`src/verilog/icache_pkg.sv`:
```
package icache_pkg;

    // cache geometry
    localparam int NUM_SETS       = 256;
    localparam int WORDS_PER_LINE = 4;
    localparam int TAG_W          = 20;

    typedef logic [31:0]                    addr_t;   // byte address
    typedef logic [31:0]                    word_t;   // instruction word
    typedef logic [WORDS_PER_LINE*32-1:0]   line_t;   // word 0 in the low bits
    typedef logic [TAG_W-1:0]               tag_t;    // addr[31:12]
    typedef logic [7:0]                     index_t;  // addr[11:4]
    typedef logic [1:0]                     offset_t; // addr[3:2]

    typedef struct packed {
        logic valid;
        tag_t tag;
    } tag_entry_t;

    typedef struct packed {
        logic  valid;
        addr_t addr;
    } fetch_req_t;

    typedef struct packed {
        logic  ready;  // one-cycle strobe
        word_t data;
    } fetch_rsp_t;

    typedef struct packed {
        logic  req;
        addr_t addr;   // line aligned
    } mem_req_t;

    typedef struct packed {
        logic  busy;
        logic  ready;
        line_t line;
    } mem_rsp_t;

    typedef enum logic [2:0] {
        IDLE,
        ACCESS,
        WAIT_BUSY,
        REFILL,
        FILL
    } ctrl_state_t;

endpackage

```
`src/verilog/icache_ctrl.sv`:
```
`timescale 1ns/1ps

module icache_ctrl
    import icache_pkg::*;
(
    input  logic       clk,
    input  logic       rst_n,
    // fetch side
    input  fetch_req_t fetch_req,
    output fetch_rsp_t fetch_rsp,
    output logic       stall,
    // way and lru arrays
    output index_t     index,
    input  tag_entry_t entry0,
    input  tag_entry_t entry1,
    input  line_t      line0,
    input  line_t      line1,
    input  logic       lru_way,
    output logic       lru_update,
    output logic       used_way,
    output logic       wr_en0,
    output logic       wr_en1,
    output tag_entry_t wr_entry,
    // next-level memory
    output mem_req_t   mem_req,
    input  mem_rsp_t   mem_rsp,
    output line_t      fill_line
);

    ctrl_state_t state;
    ctrl_state_t next_state;

    tag_t    req_tag;
    index_t  req_index;
    offset_t req_offset;

    logic    hit0;
    logic    hit1;
    logic    hit;
    line_t   hit_line;
    word_t   hit_word;
    logic    access_miss;   // valid fetch missing in ACCESS
    logic    victim;

    addr_t   miss_addr;     // line address of the pending miss
    line_t   fill_buf;      // line returned by memory

    // split the fetch address
    assign req_tag    = fetch_req.addr[31:12];
    assign req_index  = fetch_req.addr[11:4];
    assign req_offset = fetch_req.addr[3:2];

    // the arrays follow the fetch address until a miss is pending
    assign index = (state == IDLE || state == ACCESS) ? req_index : miss_addr[11:4];

    // tag compare on both ways
    assign hit0 = entry0.valid && (entry0.tag == req_tag);
    assign hit1 = entry1.valid && (entry1.tag == req_tag);
    assign hit  = hit0 || hit1;

    always_comb begin
        hit_line = hit1 ? line1 : line0;
        hit_word = hit_line[{req_offset, 5'd0} +: 32];  // word at offset
    end

    assign access_miss = (state == ACCESS) && fetch_req.valid && !hit;

    always_ff @(posedge clk or negedge rst_n) begin
        if (!rst_n) begin
            state <= IDLE;
        end else begin
            state <= next_state;
        end
    end

    always_comb begin
        next_state = state;
        case (state)
            IDLE: begin
                next_state = ACCESS;
            end
            ACCESS: begin
                if (access_miss) begin
                    next_state = mem_rsp.busy ? WAIT_BUSY : REFILL;
                end
            end
            WAIT_BUSY: begin
                if (!mem_rsp.busy) begin
                    next_state = REFILL;
                end
            end
            REFILL: begin
                if (mem_rsp.ready) begin
                    next_state = FILL;
                end
            end
            FILL: begin
                next_state = ACCESS;  // retried fetch hits now
            end
            default: begin
                next_state = IDLE;
            end
        endcase
    end

    // miss address and returned line
    always_ff @(posedge clk) begin
        if (access_miss) begin
            miss_addr <= {fetch_req.addr[31:4], 4'b0000};
        end
        if (state == REFILL && mem_rsp.ready) begin
            fill_buf <= mem_rsp.line;
        end
    end

    // zero-latency fetch response on a hit
    assign fetch_rsp.ready = (state == ACCESS) && fetch_req.valid && hit;
    assign fetch_rsp.data  = hit_word;

    assign stall = access_miss || (state == WAIT_BUSY) || (state == REFILL) ||
                   (state == FILL);

    // request is held for the whole REFILL state
    assign mem_req.req  = (state == REFILL);
    assign mem_req.addr = miss_addr;

    // invalid ways first, then the lru choice
    always_comb begin
        if (!entry0.valid) begin
            victim = 1'b0;
        end else if (!entry1.valid) begin
            victim = 1'b1;
        end else begin
            victim = lru_way;
        end
    end

    assign wr_en0         = (state == FILL) && !victim;
    assign wr_en1         = (state == FILL) && victim;
    assign wr_entry.valid = 1'b1;
    assign wr_entry.tag   = miss_addr[31:12];
    assign fill_line      = fill_buf;

    assign lru_update = fetch_rsp.ready || (state == FILL);
    assign used_way   = (state == FILL) ? victim : hit1;

    // the missing line is in neither way when it is filled
    a_fill_new_line: assert property (@(posedge clk) disable iff (!rst_n)
        (state == FILL) |-> !(entry0.valid && entry0.tag == wr_entry.tag) &&
                            !(entry1.valid && entry1.tag == wr_entry.tag));

    // request and address held until the memory answers
    a_req_hold: assert property (@(posedge clk) disable iff (!rst_n)
        mem_req.req && !mem_rsp.ready |=> mem_req.req && $stable(mem_req.addr));

    // a line lives in at most one way
    a_no_double_hit: assert property (@(posedge clk) disable iff (!rst_n)
        (state == ACCESS && fetch_req.valid) |-> !(hit0 && hit1));

endmodule

```
`config.mk`:
```
export PLATFORM = sky130hd
export DESIGN_NAME = icache_ctrl
export DESIGN_NICKNAME = d
export VERILOG_FILES = /design/src/verilog/icache_pkg.sv /design/src/verilog/icache_ctrl.sv
export SDC_FILE = /design/constraint.sdc
export NUM_CORES = 1
export LEC_CHECK = 0
export ABC_CLOCK_PERIOD_IN_PS = 3900
export BUFFER_PORTS_ARGS = -buffer_cell sky130_fd_sc_hd__buf_2
export CORE_AREA = 10 10 264 266
export DETAILED_ROUTE_END_ITERATION = 8
export DIE_AREA = 0 0 274 276
export PLACE_DENSITY = 0.46
export SETUP_SLACK_MARGIN = 0.02
export SYNTH_ARGS = -nofsm -noshare
export SYNTH_HDL_FRONTEND = slang
export SYNTH_SLANG_ARGS = --single-unit
```
`constraint.sdc`:
```
create_clock -name clk -period 3.9 [get_ports clk]
set_input_delay 0.78 -clock clk [delete_from_list [all_inputs] [get_ports clk]]
set_output_delay 0.78 -clock clk [all_outputs]
set_load 0.005 [all_outputs]
```
---- Yosys cells after proc, flatten, opt, wreduce, memory -nomap -nowiden ----
Cells that the tools add are included.
storage, ports and cells
  bits in registers ....................... 159
  bits of input ports ..................... 464
  output and inout port bits .............. 228
operators by class
  equal/unequal tests ..................... 9
  shift-type cells ........................ 1
  mux-type cells .......................... 10
  reduce and logical (&&, ||, !) cells .... 19
operator list
  operator            count
  $mux 128            1
  $shiftx 128x8->32   1
  $eq 20x20->1        2
  $pmux 3 s4          1
  $mux 3              3
  $logic_and 1x1->1   8
  $mux 8              1
  $eq 3x2->1 const B  2
  $logic_or 1x1->1    6
  $mux 1              4
  $ne 2x2->1 const B  2
  $eq 3x1->1 const B  1
  $eq 3x3->1 const B  1
  $logic_not 3->1     1
  $reduce_and 3->1    1
  $logic_not 1->1     2
  $ne 2x1->1 const B  1
  $reduce_or 2->1     1

---- Depth between registers and ports, before layout ----
  depth after elaboration ................. 8
  depth in mapped cells ................... 8

---- Worst setup path before layout ----
OpenSTA, ideal clock, no wires.
  path kind ............................... input -> register
  from .................................... input port mem_rsp[128] in the netlist's numbering
  to ...................................... register fill_buf[0], in the netlist fill_line[0] (enable)
  setup time .............................. 0.503 ns
  arrival time ............................ 3.713 ns
  slack ................................... -0.316 ns
  stages .................................. 1
  cells stage by stage .................... and2_1
on the way
  longest elaborated chain between the ends .. 1
ends and longest elaborated chain
  item                  line                source
  from (decl)           icache_ctrl.sv:26   input mem_rsp_t mem_rsp,
  $logic_and 1x1->1     icache_ctrl.sv:111  if (state == REFILL && mem_rsp.ready) begin
  to (signal assigned)  icache_ctrl.sv:112  fill_buf <= mem_rsp.line;
  to (decl)             icache_ctrl.sv:46   line_t fill_buf;
No other way between the ends.
A chain may end at the register's enable or synchronous reset.

==> results.txt <==
Status -> finished, final reports clean
Static leakage -> 6.48 nW
Hold-fix buffers, CTS -> 0
DRT Wirelength -> 62700 um
Worst rel slew slack -> 0.423
Seq/Total Area, Yosys -> 0.539
Max_cap viols -> 0
Sequential share of power -> 0.416
Switching Share -> 0.328
P&R area growth vs syn -> 73.2%
Initial antenna violation count -> 56
Worst Max-Slew Pin Slew -> 0.866 ns
DP HPWL -> 51800 um
Worst-case clock buffer depth -> 2
Critical path arrival -> 3.10 ns
Clk Latency, worst-skew pair -> 0.46 ns
Layout cells sized above 1 -> 0.632
Net switching power -> 0.00188 W
Yosys reg bits -> 159
Post-Syn Area -> 8840 sq um
TNS Setup -> 0 ns
ANT nets after route -> 0
Post-synthesis mux area share -> 0.0827
Synth Area in Adders -> 0
Gr ovfl total -> 0
Die H -> 276 um
Synth Area in XOR/XNOR -> 0.0327
GRT Overall Usage -> 0.152
Compound-Gate Fraction of Synth Area -> 0.193
Vias -> 9566
Combinational family with the most area after synthesis -> compound AO/OA/AOI/OAI gates
Max Fclk -> 258 MHz
Vias in the first global route -> 10000
Clock transition at path regs -> 0.07 ns
CP Class -> in2out
Cells after Synth -> 746
Hold WC Path Type -> in2async
Post-synth cell types -> 44
Final Worst Setup Slack -> 0.0177 ns
H-tree depth -> 4
Cell count after placement -> 2268
Clock Skews -> 0.0208 ns
Average wire per standard cell -> 26.9 um
Crit share post-route -> 0.995
Core ar. -> 64100 sq um
TritonCTS clock tree -> yes
CP startpoint kind -> primary input
Endpoints failing hold -> 0
Clock Power Share -> 0.292
Post-Place Setup Slack -> -0.426 ns
Avg Inst Size Synth -> 11.8 sq um
I/O pin count -> 692
Worst hold slack -> 0.0969 ns
Synth Area in Simple Gates -> 0.0527
Initial core utilization -> 0.138
Nets -> 1922
Final Power -> 0.00575 W
Layout Cells excl Fill -> 2333
Largest net degree at the start of global routing -> 54
Combinational Power Share -> 0.292
RSZ-0062 raised after global routing -> yes
Std-Cell Rows -> 93
CP Max Fanout -> 6
Starting DRT DRC Count -> 540
Slew Viols, Final -> 0
Syn. warnings -> 0
First-pass GRT wire length -> 80800 um
Clock sink count -> 159
DRC Markers -> 0
# port buffers -> 684
Final min period -> 3.88 ns
CP endpoint kind -> primary output
CTS buffer count -> 17
Pwr dens -> 376 nW/um^2
Root buffer cell -> clkbuf_16
Drt first pass iters -> 4
GPL Wtd Cong -> 0.915
P_int -> 0.00386 W
DIE AREA -> 75600 sq um
# setup viols final -> 0
Via/cell ratio -> 4.10
CP required -> 3.12 ns
Die span in x -> 274 um
Max VDD drop -> 0.206 mV
[cell usage in the layout, fill, tap and decap left out, drive strengths merged, types with 6 or more instances in the layout]
cell type  instances
nand3             36
mux2               8
nor2b             11
nor2               8
a221oi            32
diode              7
o22ai             32
mux2i             64
o41ai             32
xor2              21
buf              778
inv              105
edfxtp           156
xnor2             12
clkbuf            21
o31ai             32
nand2              6
a31oi             66
[area by class of cell]
cell class	count	area, sq um
Antenna cell	7	17.5
Tap cell	855	1070
Fill cell	6970	48800
Sequential cell	159	4760
Timing Repair Buffer	782	4690
Multi-Input combinational cell	398	3840
Clock inverter	15	136
Clock buffer	17	425
Inverter	100	375
[per-stage QoR]
step / utilization / area [sq um]
2_1_floorplan: - / 8850
3_3_place_gp: 0.213 / 13700
3_5_place_dp: 0.213 / 13700
4_1_cts: 0.229 / 14700
5_1_grt: 0.239 / 15300
6_report: 0.239 / 15300
[power groups by stage]
stage | Combinational (W) | Sequential [W] | Clock, W
after floorplan | 0.000564 | 0.00245 | 0
after global placement | 0.00164 | 0.00242 | 0
after detailed placement | 0.00164 | 0.00243 | 0
after CTS | 0.00167 | 0.00239 | 0.00175
after global routing | 0.00183 | 0.00242 | 0.00181
final | 0.00168 | 0.00239 | 0.00168
[cell families (layout without fill, tap and decap cells)]
| group | Yosys count | count (layout) |
|---|---|---|
| muxes | 72 | 72 |
| buffers and inverters | 192 | 914 |
| DFF | 159 | 159 |
| xor gates and xnor gates | 33 | 33 |
| AOI/OAI and AO/OA | 206 | 206 |
| other | 2 | 12 |
| and+or+nand+nor | 82 | 82 |
[final timing paths]
check | start | end | slack, ns | cells after the start
setup / recovery | entry1[11] | fetch_rsp[3] | 0.02 | 12
hold / removal | rst_n | state[0]$_DFFE_PN0P_ | 0.1 | 1
setup reg to reg | state[1]$_DFFE_PN0P_ | miss_addr[28]$_DFFE_PP_ | 1.33 | 5
hold reg to reg | state[2]$_DFFE_PN0P_ | state[1]$_DFFE_PN0P_ | 0.64 | 2
max in group asynchronous | rst_n | state[2]$_DFFE_PN0P_ | 3.69 | 1
min in group clk | mem_rsp[116] | fill_line[116]$_DFFE_PP_ | 0.49 | 1
[cells in the mapped netlist, drive strengths merged]
library cell	number	area, sq um
a2111oi	3	35.0
a21o	1	7.51
a221oi	32	468
a31o	1	8.76
a31oi	66	413
and2	4	25.0
and3	1	6.26
buf	44	325
clkbuf	48	180
conb	2	7.51
dfrtp	3	75.1
edfxtp	156	4680
inv	100	375
mux2	8	90.1
mux2i	64	641
nand2	6	30.0
nand2b	2	12.5
nand3	36	180
nand4	4	25.0
nor2	8	30.0
nor2b	11	68.8
nor3	5	41.3
nor4	5	46.3
o211ai	1	7.51
o21a	1	7.51
o21ai	3	15.0
o221a	1	11.3
o22ai	32	200
o31a	1	8.76
o31ai	32	240
o41ai	32	280
xnor2	12	105
xor2	21	184
[layer usage]
layer  routed length, um  vias up  global-route usage
li1                    -     4282                   -
met1               22600     4533               0.158
met2               32500      600               0.284
met3                5610      141              0.0544
met4                1850       10              0.0388
met5                  67        -                   0
[worst max-delay path, stage by stage]
cell	delay [ns]
buf_8	0.10
xor2_4	0.18
nor4_4	0.39
buf_4	0.22
nand4_1	0.15
nor3_4	0.24
buf_12	0.16
buf_16	0.16
buf_12	0.14
mux2i_1	0.09
a221oi_2	0.29
buf_2	0.17
[repair_timing]
item,CTS,global route
gates cloned,4,4
buffers inserted,11,11
pin swaps,33,33
hold endpoints to repair,0,0
setup endpoints to repair,36,33
resized for setup,46,80
[sequential cells by signal, indices dropped and copies added, names as in the netlist]
| register | cells |
|---|---|
| fill_line | 128 |
| miss_addr | 28 |
| state | 3 |
Power figures use the tool's default switching activity.
