[src/verilog/icache_pkg.sv]
package icache_pkg;

    // cache geometry
    localparam int NUM_SETS       = 256;
    localparam int WORDS_PER_LINE = 4;
    localparam int TAG_W          = 20;

    typedef logic [31:0]                    addr_t;   // byte address
    typedef logic [31:0]                    word_t;   // instruction word
    typedef logic [WORDS_PER_LINE*32-1:0]   line_t;   // word 0 in the low bits
    typedef logic [TAG_W-1:0]               tag_t;    // addr[31:12]
    typedef logic [7:0]                     index_t;  // addr[11:4]
    typedef logic [1:0]                     offset_t; // addr[3:2]

    typedef struct packed {
        logic valid;
        tag_t tag;
    } tag_entry_t;

    typedef struct packed {
        logic  valid;
        addr_t addr;
    } fetch_req_t;

    typedef struct packed {
        logic  ready;  // one-cycle strobe
        word_t data;
    } fetch_rsp_t;

    typedef struct packed {
        logic  req;
        addr_t addr;   // line aligned
    } mem_req_t;

    typedef struct packed {
        logic  busy;
        logic  ready;
        line_t line;
    } mem_rsp_t;

    typedef enum logic [2:0] {
        IDLE,
        ACCESS,
        WAIT_BUSY,
        REFILL,
        FILL
    } ctrl_state_t;

endpackage

[src/verilog/icache_lru.sv]
`timescale 1ns/1ps

module icache_lru
    import icache_pkg::*;
(
    input  logic   clk,
    input  logic   rst_n,
    input  index_t index,
    input  logic   update,    // hit or fill in this set
    input  logic   used_way,  // way just touched
    output logic   lru_way    // way to replace next
);

    logic [NUM_SETS-1:0] lru_q;

    // the stored bit always names the way that was not used last
    always_ff @(posedge clk or negedge rst_n) begin
        if (!rst_n) begin
            lru_q <= '0;
        end else if (update) begin
            lru_q[index] <= ~used_way;
        end
    end

    assign lru_way = lru_q[index];

endmodule

[config.mk]
export PLATFORM = sky130hd
export DESIGN_NAME = icache_lru
export DESIGN_NICKNAME = d
export VERILOG_FILES = /design/src/verilog/icache_pkg.sv /design/src/verilog/icache_lru.sv
export SDC_FILE = /design/constraint.sdc
export NUM_CORES = 1
export LEC_CHECK = 0
export BUFFER_PORTS_ARGS = -buffer_cell sky130_fd_sc_hd__buf_4
export CORE_MARGIN = 1.5
export CORE_UTILIZATION = 29
export DETAILED_ROUTE_END_ITERATION = 6
export GPL_TIMING_DRIVEN = 0
export HOLD_SLACK_MARGIN = 0.06
export MAX_ROUTING_LAYER = met4
export PLACE_DENSITY = 0.44
export RECOVER_POWER = 100
export SETUP_SLACK_MARGIN = 0.2
export SLEW_MARGIN = 15
export SYNTH_ARGS = -nofsm -noshare
export SYNTH_HDL_FRONTEND = slang
export SYNTH_SLANG_ARGS = --single-unit
[constraint.sdc]
create_clock -name clk -period 3.8 [get_ports clk]
set_clock_uncertainty 0.1 [all_clocks]
set_input_delay 0.19 -clock clk [delete_from_list [all_inputs] [get_ports clk]]
set_output_delay 0.19 -clock clk [all_outputs]
set_load 0.1 [all_outputs]
== Yosys cells after proc, flatten, opt, wreduce, memory -nomap -nowiden ==
Cells that the tools add are included.
Widths: inputs -> output; s select.
Cells by class
  mux-type cells: 5
  reduce and logical (&&, ||, !) cells: 1
  bitwise gates (word level): 1
  order comparisons: 2
Operator list (number)
  $bwmux 256: 1
  $lt 8x9->1 const B: 1
  $bmux 1 s8: 1
  $demux 1 s8: 1
  $ge 8x1->1 const B: 1
  $mux 1: 2
  $logic_and 1x1->1: 1
  $not 1->1: 1
Storage, ports and cells
  input port bits: 12
  register bits after elaboration: 256
  output and inout bits: 1

== Longest topological paths before layout ==
Gate-level depths: netlist of run 1.
  depth in word-level cells: 5
  mapped depth: 9
  mapped depth without buffers: 6

== Worst setup path before layout of run 1 ==
No wires, ideal clock.
  path kind: input -> output
  start: in index[0]
  end: out lru_way
  buffers on the path: 2
  arrival time: 2.487 ns
  stages on the path: 8
  slack: 1.023 ns
  required time: 3.510 ns
  path through: buf_2 -> buf_2 -> mux4_2 -> a22oi_1 -> a21oi_1 -> nor4_1 -> o22ai_1 -> or3_1
On the way
  word-level cells in the longest chain between the ends: 2
RTL lines
  start, declared: RTL line icache_lru.sv:8  | input index_t index,
  $bmux 1 s8: RTL line icache_lru.sv:25  | assign lru_way = lru_q[index];
  $mux 1 (not written as such): RTL line icache_lru.sv:25
  end, declared: RTL line icache_lru.sv:11  | output logic lru_way
Every way passes these cells. The select of a mux whose other input is x is not followed.

== Worst setup path in the final report of run 1 ==
  start: in index[0]
  end: reg lru_q[169]
On the way
  word-level cells in the longest chain between the ends: 5
  elaborated cells on any way between the ends: 6
  those cells by class: order compare (2); mux (3); reduce/logical (1)
RTL lines
  $lt 8x9->1 (not written as such) / $ge 8x1->1 (equally long branches): RTL line icache_lru.sv:21  | lru_q[index] <= ~used_way;
  $logic_and 1x1->1 (not written as such): RTL line icache_lru.sv:21
  $mux 1 (not written as such): RTL line icache_lru.sv:21
  $demux 1 s8 *: RTL line icache_lru.sv:21
  $bwmux 256 *: RTL line icache_lru.sv:21
  end signal, assigned by index: RTL line icache_lru.sv:21
  end, declared: RTL line icache_lru.sv:14  | logic [NUM_SETS-1:0] lru_q;
Every way passes the cells marked *; elsewhere a longest branch is shown, timed or not.
A chain may end at the register's enable or synchronous reset.

==> metrics.yaml, run 1 <==
worst_setup_path:
  crit_type: "in -> reg"
  crit_family: "buffers and inverters"
  crit_top_cell: "clkbuf_1"
  worstSetupStartpointType: "primary input"
  crit_fanout: 10
  required_ns: 4.22
  critPathCaptureType: "flop"
  cp_cell_sequence: "buf_2 > clkbuf_1 > nor2b_1 > nand2_1 > nor2_1 > clkbuf_1 > a21oi_1 > a31oi_1"
  cp_slowest_stage_delay_ns: 1.06
  critical_path_arrival_ns: 3.97
  slowest_stage: "nor2_1"
  cp.buffers_inverters: 3
yosys:
  synth_top_cell_by_area: "dfrtp_1"
  synth_area_leaders: "dfrtp_1, mux4_2, a31oi_1"
  synth_area_sq_um: 11960
  yosysSeqAreaShare_pct: 53.55
  yosysWarnings: 0
  yosysUniqueCellTypes: 23
  ys_seq_elements: 256
  syn-num-nets: 1102
  synth_top_area_share_pct: 53.55
  syn_inst: 1090
  avgSynthCellArea_sq_um: 10.97
die:
  die_h_um: 206.1
  core_sq_um: 40740
  die_w_um: 206.1
  row_count: 74
  dieArea_sq_um: 42480
  ios: 13
  start_util_pct: 29.36
drt:
  drc: 0
  wl_met1_um: 21230
  firstDrtPassIters: 5
  ant_nets: 0
  wl_per_cell_um: 29.57
  top_layer: "met4"
  via_count: 10320
  wl_met3_um: 3426
  viasPerCell: 6.125
  drt-total-wl_um: 49820
  met2_wirelength_um: 22840
  drt_iter0_markers: 1133
timing:
  period_share_pct: 93.49
  worst_pin_slew_ns: 1.945
  report.final.slew_viol_count: 83
  rsz0062_at_grt: "no"
  fmax_ghz: 0.2815
  setup_violations: 0
  final_hold_viol_count: 0
  hold-worst-slack_ns: 0.1733
  period_minus_slack_ns: 3.553
  slew_headroom_pct: -29.64
  setup_slack_ns: 0.2474
clocking:
  clock_latency_ns: 0.58
  clock_sinks: 256
  cts_buffers: 30
  tritoncts: "built"
  cts_root_buf: "clkbuf_16"
  clockBufferDepth: 3
  clkTransAtPathRegs_ns: 0.06
  htree_num_levels: 1
  post_cts_buffers: 0
job:
  max_cap_viol_count: 3
grt:
  antenna_found_initial: 0
  grt_pass1_wl_um: 72380
  grt_overflow: 0
  grt_use_total_pct: 24.57
  grt_pass1_vias: 10090
  grt_max_degree: 98
place:
  globalplace.congestion: 0.8486
  place_hpwl_um: 30730
  dp_cells: 1629
  post-place-ws_ns: -0.1165
  io_buffers: 5
power:
  ir_drop_v: 0.0002606
  p_per_area_nw_per_um2: 496.5
  power_mw: 6.844
  power.leakage_nw: 5.547
layout:
  top_register: "lru_q"
  area_growth_syn_to_layout_pct: 15.23
  largest_reg_flops: 256
  num_antenna_cells: 0
  final_nets: 1143
  stdcell_count: 1685
  drive_gt1_share_pct: 12.75
  reg.largest.list: "lru_q (256)"
outcome:
  violations: "max-capacitance violations, max-slew violations"
  outcome: "finished, violations left"
min_path:
  holdCritPathClass: "in -> reg"
## worst reg2reg max path, cell delays in order (launching register included)
cell and delay, ns:
dfrtp_1 0.39, a21oi_1 0.16, a31oi_1 0.06
## per-stage QoR
| stage | TNS (ns) | instance area [sq um] | util, % |
|---|---|---|---|
| 2_1_floorplan | 0 | 11960 | - |
| 3_3_place_gp | -2.606 | 12670 | 31.09 |
| 3_5_place_dp | -0.9569 | 12750 | 31.29 |
| 4_1_cts | 0 | 13820 | 33.92 |
| 5_1_grt | 0 | 13780 | 33.84 |
| 6_report | 0 | 13780 | 33.84 |
## layer usage
layer	vias to the layer above	GRT usage (%)
met4	0	9.783
met2	459	37.52
met3	128	4.210
li1	4357	-
met5	-	-
met1	5377	32.48
## power by group
part           internal (mW)  leakage, nW  total, mW  switching [mW]
clock network           1.78        0.512       3.01            1.24
logic                  0.286         1.55      0.775           0.489
registers               2.94         3.49       3.05           0.114
total                   5.00         5.55       6.84            1.84
## kinds of logic after synthesis
family,share of synthesized area (%)
AOI/OAI and AO/OA,27.12
DFF,53.55
muxes,12.05
buffers and inverters,4.592
and+or+nand+nor,2.688
## cell usage in the layout (no fill, tap or decap)
cell type,n
buf_1,1
clkbuf_16,30
dlygate4sd3_1,2
dfrtp_1,256
nand2b_1,6
or2_2,2
clkbuf_4,2
clkbuf_1,123
o22ai_1,1
nor2_1,29
nor3_1,5
nand2_1,11
bufinv_16,2
a21oi_1,243
o21ai_0,28
buf_6,2
clkinv_2,7
mux4_2,64
clkinvlp_4,1
nor4_2,2
o31ai_1,28
and2_1,1
or3_1,1
a31oi_1,228
clkbuf_2,11
nor2_2,2
buf_16,1
a21oi_2,1
clkbuf_8,10
a22oi_1,32
clkinv_16,1
nor4_1,3
buf_4,5
nand3_1,4
nor2b_1,4
buf_2,4
## cells in the mapped netlist
cell type,n
nand2b_1,6
a22oi_1,32
nor2_1,31
mux4_2,64
buf_4,1
o21ai_0,28
nand2_1,11
dfrtp_1,256
nor4_1,5
buf_2,7
or2_2,2
a31oi_1,228
buf_6,2
a21oi_1,244
and2_1,1
nor3_1,5
nand3_1,4
clkbuf_1,128
o31ai_1,28
nor2b_1,4
buf_1,1
o22ai_1,1
or3_1,1
## area by class of cell
type,instances,area (sq um)
plain buffers,139,561.8
flip-flops and latches,256,6406
multi-input cells,695,5029
repair buffers,9,90.09
clock buffers,43,899.6
fillers,4226,26950
clock inverters,11,132.6
well taps,532,665.6
## path summary, 6_finish.rpt
kind | start | depth (start not counted) | slack [ns] | endpoint
worst max-delay path | index[0] | 8 | 0.25 | lru_q[169]
worst min-delay path | update | 4 | 0.17 | lru_q[232]
worst max register to register | lru_q[85] | 2 | 2.93 | lru_q[85]
worst min register to register | lru_q[240] | 2 | 0.40 | lru_q[240]
max in group asynchronous | rst_n | 3 | 0.77 | lru_q[43]
min in group asynchronous | rst_n | 2 | 0.56 | lru_q[250]
## timing repair
| action | CTS | global route |
|---|---|---|
| pin swaps | 0 | 1 |
| endpoints found under the setup margin | 1 | 1 |
| gates resized for setup | 8 | 9 |
| hold endpoints to repair | 199 | 0 |
| hold buffers | 2 | 0 |
Note: power is estimated with default switching activity, not from simulation.
==> run 2, diff against run 1 <==
CORE_MARGIN = 2   (was 1.5)
CORE_UTILIZATION = 45   (was 29)
PLACE_DENSITY = 0.61   (was 0.44)
==> run 2 against run 1 <==
The run ends with design-rule violations, max-capacitance violations, max-slew violations left. Sequential power about the same. Flip-flop and latch count unchanged. Setup slack got worse by 0.11 ns. Register-to-register slack got worse by 0.02 ns. Largest power group unchanged.
==> metrics.yaml, run 2 (synthesis gave the netlist of run 1 again) <==
outcome:
  outcome: "finished, violations left"  # unchanged
  violations: "design-rule violations, max-capacitance violations, max-slew violations"  # was max-capacitance violations, max-slew violations
worst_setup_path:
  crit_fanout: 10  # unchanged
  worstSetupStartpointType: "primary input"  # unchanged
  critPathCaptureType: "primary output"  # was flop
  r2r_cells: 2  # unchanged
  crit_type: "in -> out"  # was in -> reg
  required_ns: 3.51  # was 4.22 ns
  critical_path_arrival_ns: 3.37  # was 3.97 ns
place:
  io_buffers: 5  # unchanged
  place_hpwl_um: 26950  # was 30,730 um
  globalplace.congestion: 0.9483  # was 0.8486
clocking:
  clock_sinks: 256  # unchanged
  cts_root_buf: "clkbuf_16"  # unchanged
  clock_latency_ns: 0.56  # was 0.58 ns
  clkTransAtPathRegs_ns: 0.06  # about the same
  post_cts_buffers: 0  # unchanged
  tritoncts: "built"  # unchanged
  clockBufferDepth: 3  # unchanged
  cts_buffers: 30  # unchanged
  htree_num_levels: 1  # unchanged
power:
  p_clk_share_pct: 43.5  # was 44.0%
  p_int_mw: 4.980  # was 5.002 mW
  p_per_area_nw_per_um2: 500.6  # was 496.5 nW/um^2
  switching_power_mw: 1.772  # was 1.842 mW
  power_mw: 6.752  # was 6.844 mW
  ir_drop_v: 0.0004280  # was 0.0002606 V
  swShare_pct: 26.25  # was 26.92%
  pwr-share-seq_pct: 45.3  # was 44.6%
  combPwrFrac_pct: 11.3  # about the same
  power.leakage_nw: 5.514  # was 5.547 nW
timing:
  fmax_ghz: 0.2731  # was 0.2815 GHz
  period_minus_slack_ns: 3.662  # was 3.553 ns
  hold-worst-slack_ns: 0.07306  # was 0.1733 ns
  tns_ns: 0  # unchanged
  report.final.slew_viol_count: 83  # unchanged
  slew_headroom_pct: -42.47  # was -29.64%
  worst_pin_slew_ns: 2.137  # was 1.945 ns
  rsz0062_at_grt: "no"  # unchanged
  period_share_pct: 96.36  # was 93.49%
  final_hold_viol_count: 0  # unchanged
  setup_violations: 0  # unchanged
layout:
  num_antenna_cells: 0  # unchanged
  final_core_util_pct: 51.75  # was 33.84%
  final_cell_mix: "dfrtp_1, a21oi_1, a31oi_1, clkbuf_1, mux4_2"  # unchanged
  drive_gt1_share_pct: 11.81  # was 12.75%
  reg.largest.list: "lru_q (256)"  # unchanged
  area_growth_syn_to_layout_pct: 12.74  # was 15.23%
  largest_reg_flops: 256  # unchanged
  final_nets: 1142  # was 1,143
  final_common_cell: "dfrtp_1"  # unchanged
  fillers: 2375  # was 4,226
  top_register: "lru_q"  # unchanged
drt:
  drt-total-wl_um: 44770  # was 49,820 um
  drc: 2  # was 0
  firstDrtPassIters: 7  # was 5
  viasPerCell: 7.038  # was 6.125
  via_count: 10470  # was 10,320
  wl_per_cell_um: 30.11  # was 29.57 um
  drt_iter0_markers: 1334  # was 1,133
  ant_nets: 0  # unchanged
min_path:
  holdCritPathClass: "in -> reg"  # unchanged
  hold_depth: 2  # was 4
job:
  max_cap_viol_count: 1  # was 3
die:
  core_sq_um: 26060  # was 40,740 sq um
  ios: 13  # unchanged
  dieArea_sq_um: 27900  # was 42,480 sq um
  die_h_um: 167.0  # was 206.1 um
  die_w_um: 167.0  # was 206.1 um
  start_util_pct: 45.91  # was 29.36%
  row_count: 59  # was 74
grt:
  grt_pass1_wl_um: 65790  # was 72,380 um
  grt_pass1_vias: 10170  # was 10,090
  grt_max_degree: 90  # was 98
  grt_overflow: 0  # unchanged
  antenna_found_initial: 0  # unchanged
  grt_use_total_pct: 32.85  # was 24.57%
-- run 2: path summary, 6_finish.rpt --
check / startpoint / endpoint / slack (ns)
max: index[1] / lru_way / 0.14
min: used_way / lru_q[244] / 0.07
max reg2reg: lru_q[27] / lru_q[27] / 2.91
min reg2reg: lru_q[248] / lru_q[248] / 0.41
max in group asynchronous: rst_n / lru_q[117] / 0.82
min in group asynchronous: rst_n / lru_q[20] / 0.69
-- run 2: timing repair --
item                                    4_1_cts  5_1_grt
resized for setup                             2        7
hold endpoints to repair                     82        0
hold buffers                                  1        0
cloned                                        0        0
endpoints found under the setup margin        1        1
-- run 2: routing by layer --
metal / vias to the layer above / track usage, % / part of all wire, %
met1: 5255 / 44.29 / 39
met3: 164 / 8.365 / 11
li1: 4352 / - / -
met2: 695 / 46.90 / 43
met5: - / - / 0
met4: 0 / 15.07 / 5.7
-- run 2: power by group through the flow --
stage | registers [mW] | logic, mW | clock network, mW
final | 3.06 | 0.760 | 2.93
after global routing | 3.07 | 0.825 | 3.06
after CTS | 3.05 | 0.748 | 2.94
after detailed placement | 3.09 | 0.748 | 0
after global placement | 3.09 | 0.727 | 0
after floorplan | 3.06 | 0.502 | 0
-- run 2: cell type report --
cell class	count	area [sq um]	share of cell area, %
sequential	256	6406	47.50
multi-input combinational	695	5020	37.22
clock buffer	44	893.4	6.624
buffer	139	553.0	4.101
tap	335	419.2	3.108
clock inverter	10	115.1	0.8535
timing repair buffer	8	80.08	0.5937
-- run 2: worst max-delay path: stages --
cell and delay [ns]:
clkbuf_1 0.29, clkbuf_1 0.84, mux4_2 0.42, a22oi_1 0.15, a21oi_1 0.13, nor4_2 0.39
o22ai_1 0.22, or3_1 0.47, buf_4 0.26
-- run 2: per-stage QoR --
step	instance area [sq um]	setup slack, ns	std cells
after CTS	13500	0.2380	1487
after global routing	13490	0.1169	1487
after detailed placement	12480	0.1565	1432
after floorplan	11960	1.023	1090
final	13490	0.1383	1487
after global placement	12420	0.1604	1430
==> run 3, diff against run 2 <==
--- a/config.mk
+++ b/config.mk
@@ -13,5 +13,4 @@
 export HOLD_SLACK_MARGIN = 0.06
 export MAX_ROUTING_LAYER = met4
-export PLACE_DENSITY = 0.61
 export RECOVER_POWER = 100
 export SETUP_SLACK_MARGIN = 0.2
--- a/constraint.sdc
+++ b/constraint.sdc
@@ -3,3 +3,3 @@
 set_input_delay 0.19 -clock clk [delete_from_list [all_inputs] [get_ports clk]]
 set_output_delay 0.19 -clock clk [all_outputs]
-set_load 0.1 [all_outputs]
+set_load 0.005 [all_outputs]
==> run 3 against run 2 <==
The flow finishes with violations (max-capacitance violations, max-slew violations). Clock power rose by 3%. Combinational power decreased by 2%. Core utilization is essentially flat. Sequential power barely moved. Largest power group unchanged.
==> metrics.yaml, run 3 (synthesis gave the netlist of run 1 again) <==
place:
  io_buffers: 5  # unchanged
  dp_cells: 1433  # was 1,432
  globalplace.congestion: 0.9049  # was 0.9483
  place_hpwl_um: 27420  # was 26,950 um
drt:
  ant_nets: 0  # unchanged
  drt_iter0_markers: 1351  # was 1,334
  via_count: 10480  # was 10,470
  drt-total-wl_um: 44940  # was 44,770 um
  viasPerCell: 7.036  # was 7.038
  wl_per_cell_um: 30.18  # was 30.11 um
  drc: 0  # was 2
  firstDrtPassIters: 6  # was 7
clocking:
  htree_num_levels: 1  # unchanged
  cts_root_buf: "clkbuf_16"  # unchanged
  clock_sinks: 256  # unchanged
  clockBufferDepth: 3  # unchanged
  clock_latency_ns: 0.55  # was 0.56 ns
  cts_buffers: 29  # was 30
  clkTransAtPathRegs_ns: 0.06  # about the same
  post_cts_buffers: 0  # unchanged
  tritoncts: "built"  # unchanged
die:
  core_sq_um: 26060  # unchanged
  die_w_um: 167.0  # unchanged
  ios: 13  # unchanged
  die_h_um: 167.0  # unchanged
  start_util_pct: 45.91  # unchanged
  dieArea_sq_um: 27900  # unchanged
  row_count: 59  # unchanged
timing:
  tns_ns: 0  # unchanged
  report.final.slew_viol_count: 194  # was 83
  setup_violations: 0  # unchanged
  slew_headroom_pct: -62.92  # was -42.47%
  final_hold_viol_count: 0  # unchanged
  rsz0062_at_grt: "no"  # unchanged
  period_minus_slack_ns: 3.688  # was 3.662 ns
  worst_pin_slew_ns: 2.444  # was 2.137 ns
  fmax_ghz: 0.2711  # was 0.2731 GHz
  period_share_pct: 97.06  # was 96.36%
grt:
  grt_use_total_pct: 33.68  # was 32.85%
  grt_max_degree: 78  # was 90
  grt_overflow: 0  # unchanged
  grt_pass1_vias: 10470  # was 10,170
  antenna_found_initial: 0  # unchanged
  grt_pass1_wl_um: 68030  # was 65,790 um
layout:
  drive_gt1_share_pct: 11.44  # was 11.81%
  reg.largest.list: "lru_q (256)"  # unchanged
  stdcell_count: 1489  # was 1,487
  final_nets: 1143  # was 1,142
  final_cell_mix: "dfrtp_1, a21oi_1, a31oi_1, clkbuf_1, mux4_2"  # unchanged
  top_register: "lru_q"  # unchanged
  area_growth_syn_to_layout_pct: 12.68  # was 12.74%
  largest_reg_flops: 256  # unchanged
  final_common_cell: "dfrtp_1"  # unchanged
  fillers: 2371  # was 2,375
  num_antenna_cells: 0  # unchanged
power:
  ir_drop_v: 0.0004143  # was 0.0004280 V
  p_per_area_nw_per_um2: 505.8  # was 500.6 nW/um^2
  power.leakage_nw: 5.504  # was 5.514 nW
worst_setup_path:
  critical_path_arrival_ns: 3.40  # was 3.37 ns
  crit_type: "in -> out"  # unchanged
  required_ns: 3.51  # about the same
  worstSetupStartpointType: "primary input"  # unchanged
  crit_fanout: 10  # unchanged
  critPathCaptureType: "primary output"  # unchanged
job:
  max_cap_viol_count: 3  # was 1
outcome:
  outcome: "finished, violations left"  # unchanged
  violations: "max-capacitance violations, max-slew violations"  # was design-rule violations, max-capacitance violations, max-slew violations
min_path:
  holdCritPathClass: "in -> reg"  # unchanged
## run 3: changes by cell type in the layout (fill, tap and decap cells not counted), moves of 2 or more
cell and delta:
bufinv_16 +2, clkbuf_1 +3, clkbuf_2 -2, nor4_1 +2, nor4_2 -2
## run 3: area by class of cell
cell class,count,area [sq um],area share [%]
Sequential cell,256,6406,47.53
Multi-Input combinational cell,695,5007,37.15
Clock buffer,41,850.8,6.312
Buffer,139,548.0,4.066
Tap cell,335,419.2,3.110
Clock inverter,13,182.7,1.355
Timing Repair Buffer,10,65.06,0.4827
## run 3: what timing repair did
| action | CTS | global route |
|---|---|---|
| gates resized for setup | 0 | 3 |
| hold buffers | 2 | 0 |
| endpoints found under the setup margin | 0 | 1 |
| endpoints found under the hold margin | 190 | 0 |
## run 3: final timing paths
path / start / end / slack [ns] / depth (start not counted)
min in group asynchronous: rst_n / lru_q[239] / 0.71 / 3
max in group asynchronous: rst_n / lru_q[111] / 0.83 / 4
min reg2reg: lru_q[237] / lru_q[237] / 0.41 / 2
min: used_way / lru_q[248] / 0.11 / 2
max: index[1] / lru_way / 0.11 / 9
max reg2reg: lru_q[128] / lru_q[128] / 2.91 / 2
## run 3: critical path, stage by stage
cell      delay, ns
buf_2          0.17
clkbuf_1       0.87
mux4_2         0.43
a22oi_1        0.21
a21oi_1        0.14
nor4_1         0.51
o22ai_1        0.24
or3_1          0.47
buf_4          0.17
## run 3: metrics by stage
stage          setup slack (ns)  total power [mW]  hold WS [ns]  instance area [sq um]  util [%]
3_3_place_gp             0.2193             3.811        0.3839                  12420     47.66
6_report                 0.1119             6.818        0.1089                  13480     51.73
5_1_grt                  0.1257             7.031        0.1147                  13480     51.73
2_1_floorplan             1.413             3.552       -0.2056                  11960         -
4_1_cts                  0.2412             6.823        0.1000                  13580     52.12
3_5_place_dp             0.1914             3.840       0.01803                  12510     48.00
## run 3: per-layer routing
layer / GRT usage [%] / routed length [um]
met4: 15.70 / 2537
met3: 8.175 / 5175
met2: 48.74 / 19950
met1: 45.02 / 17280
met5: - / 0
## run 3: power by group
part / internal [mW] / switching (mW)
Clock: 1.83 / 1.18
Combinational: 0.281 / 0.467
Sequential: 2.94 / 0.116
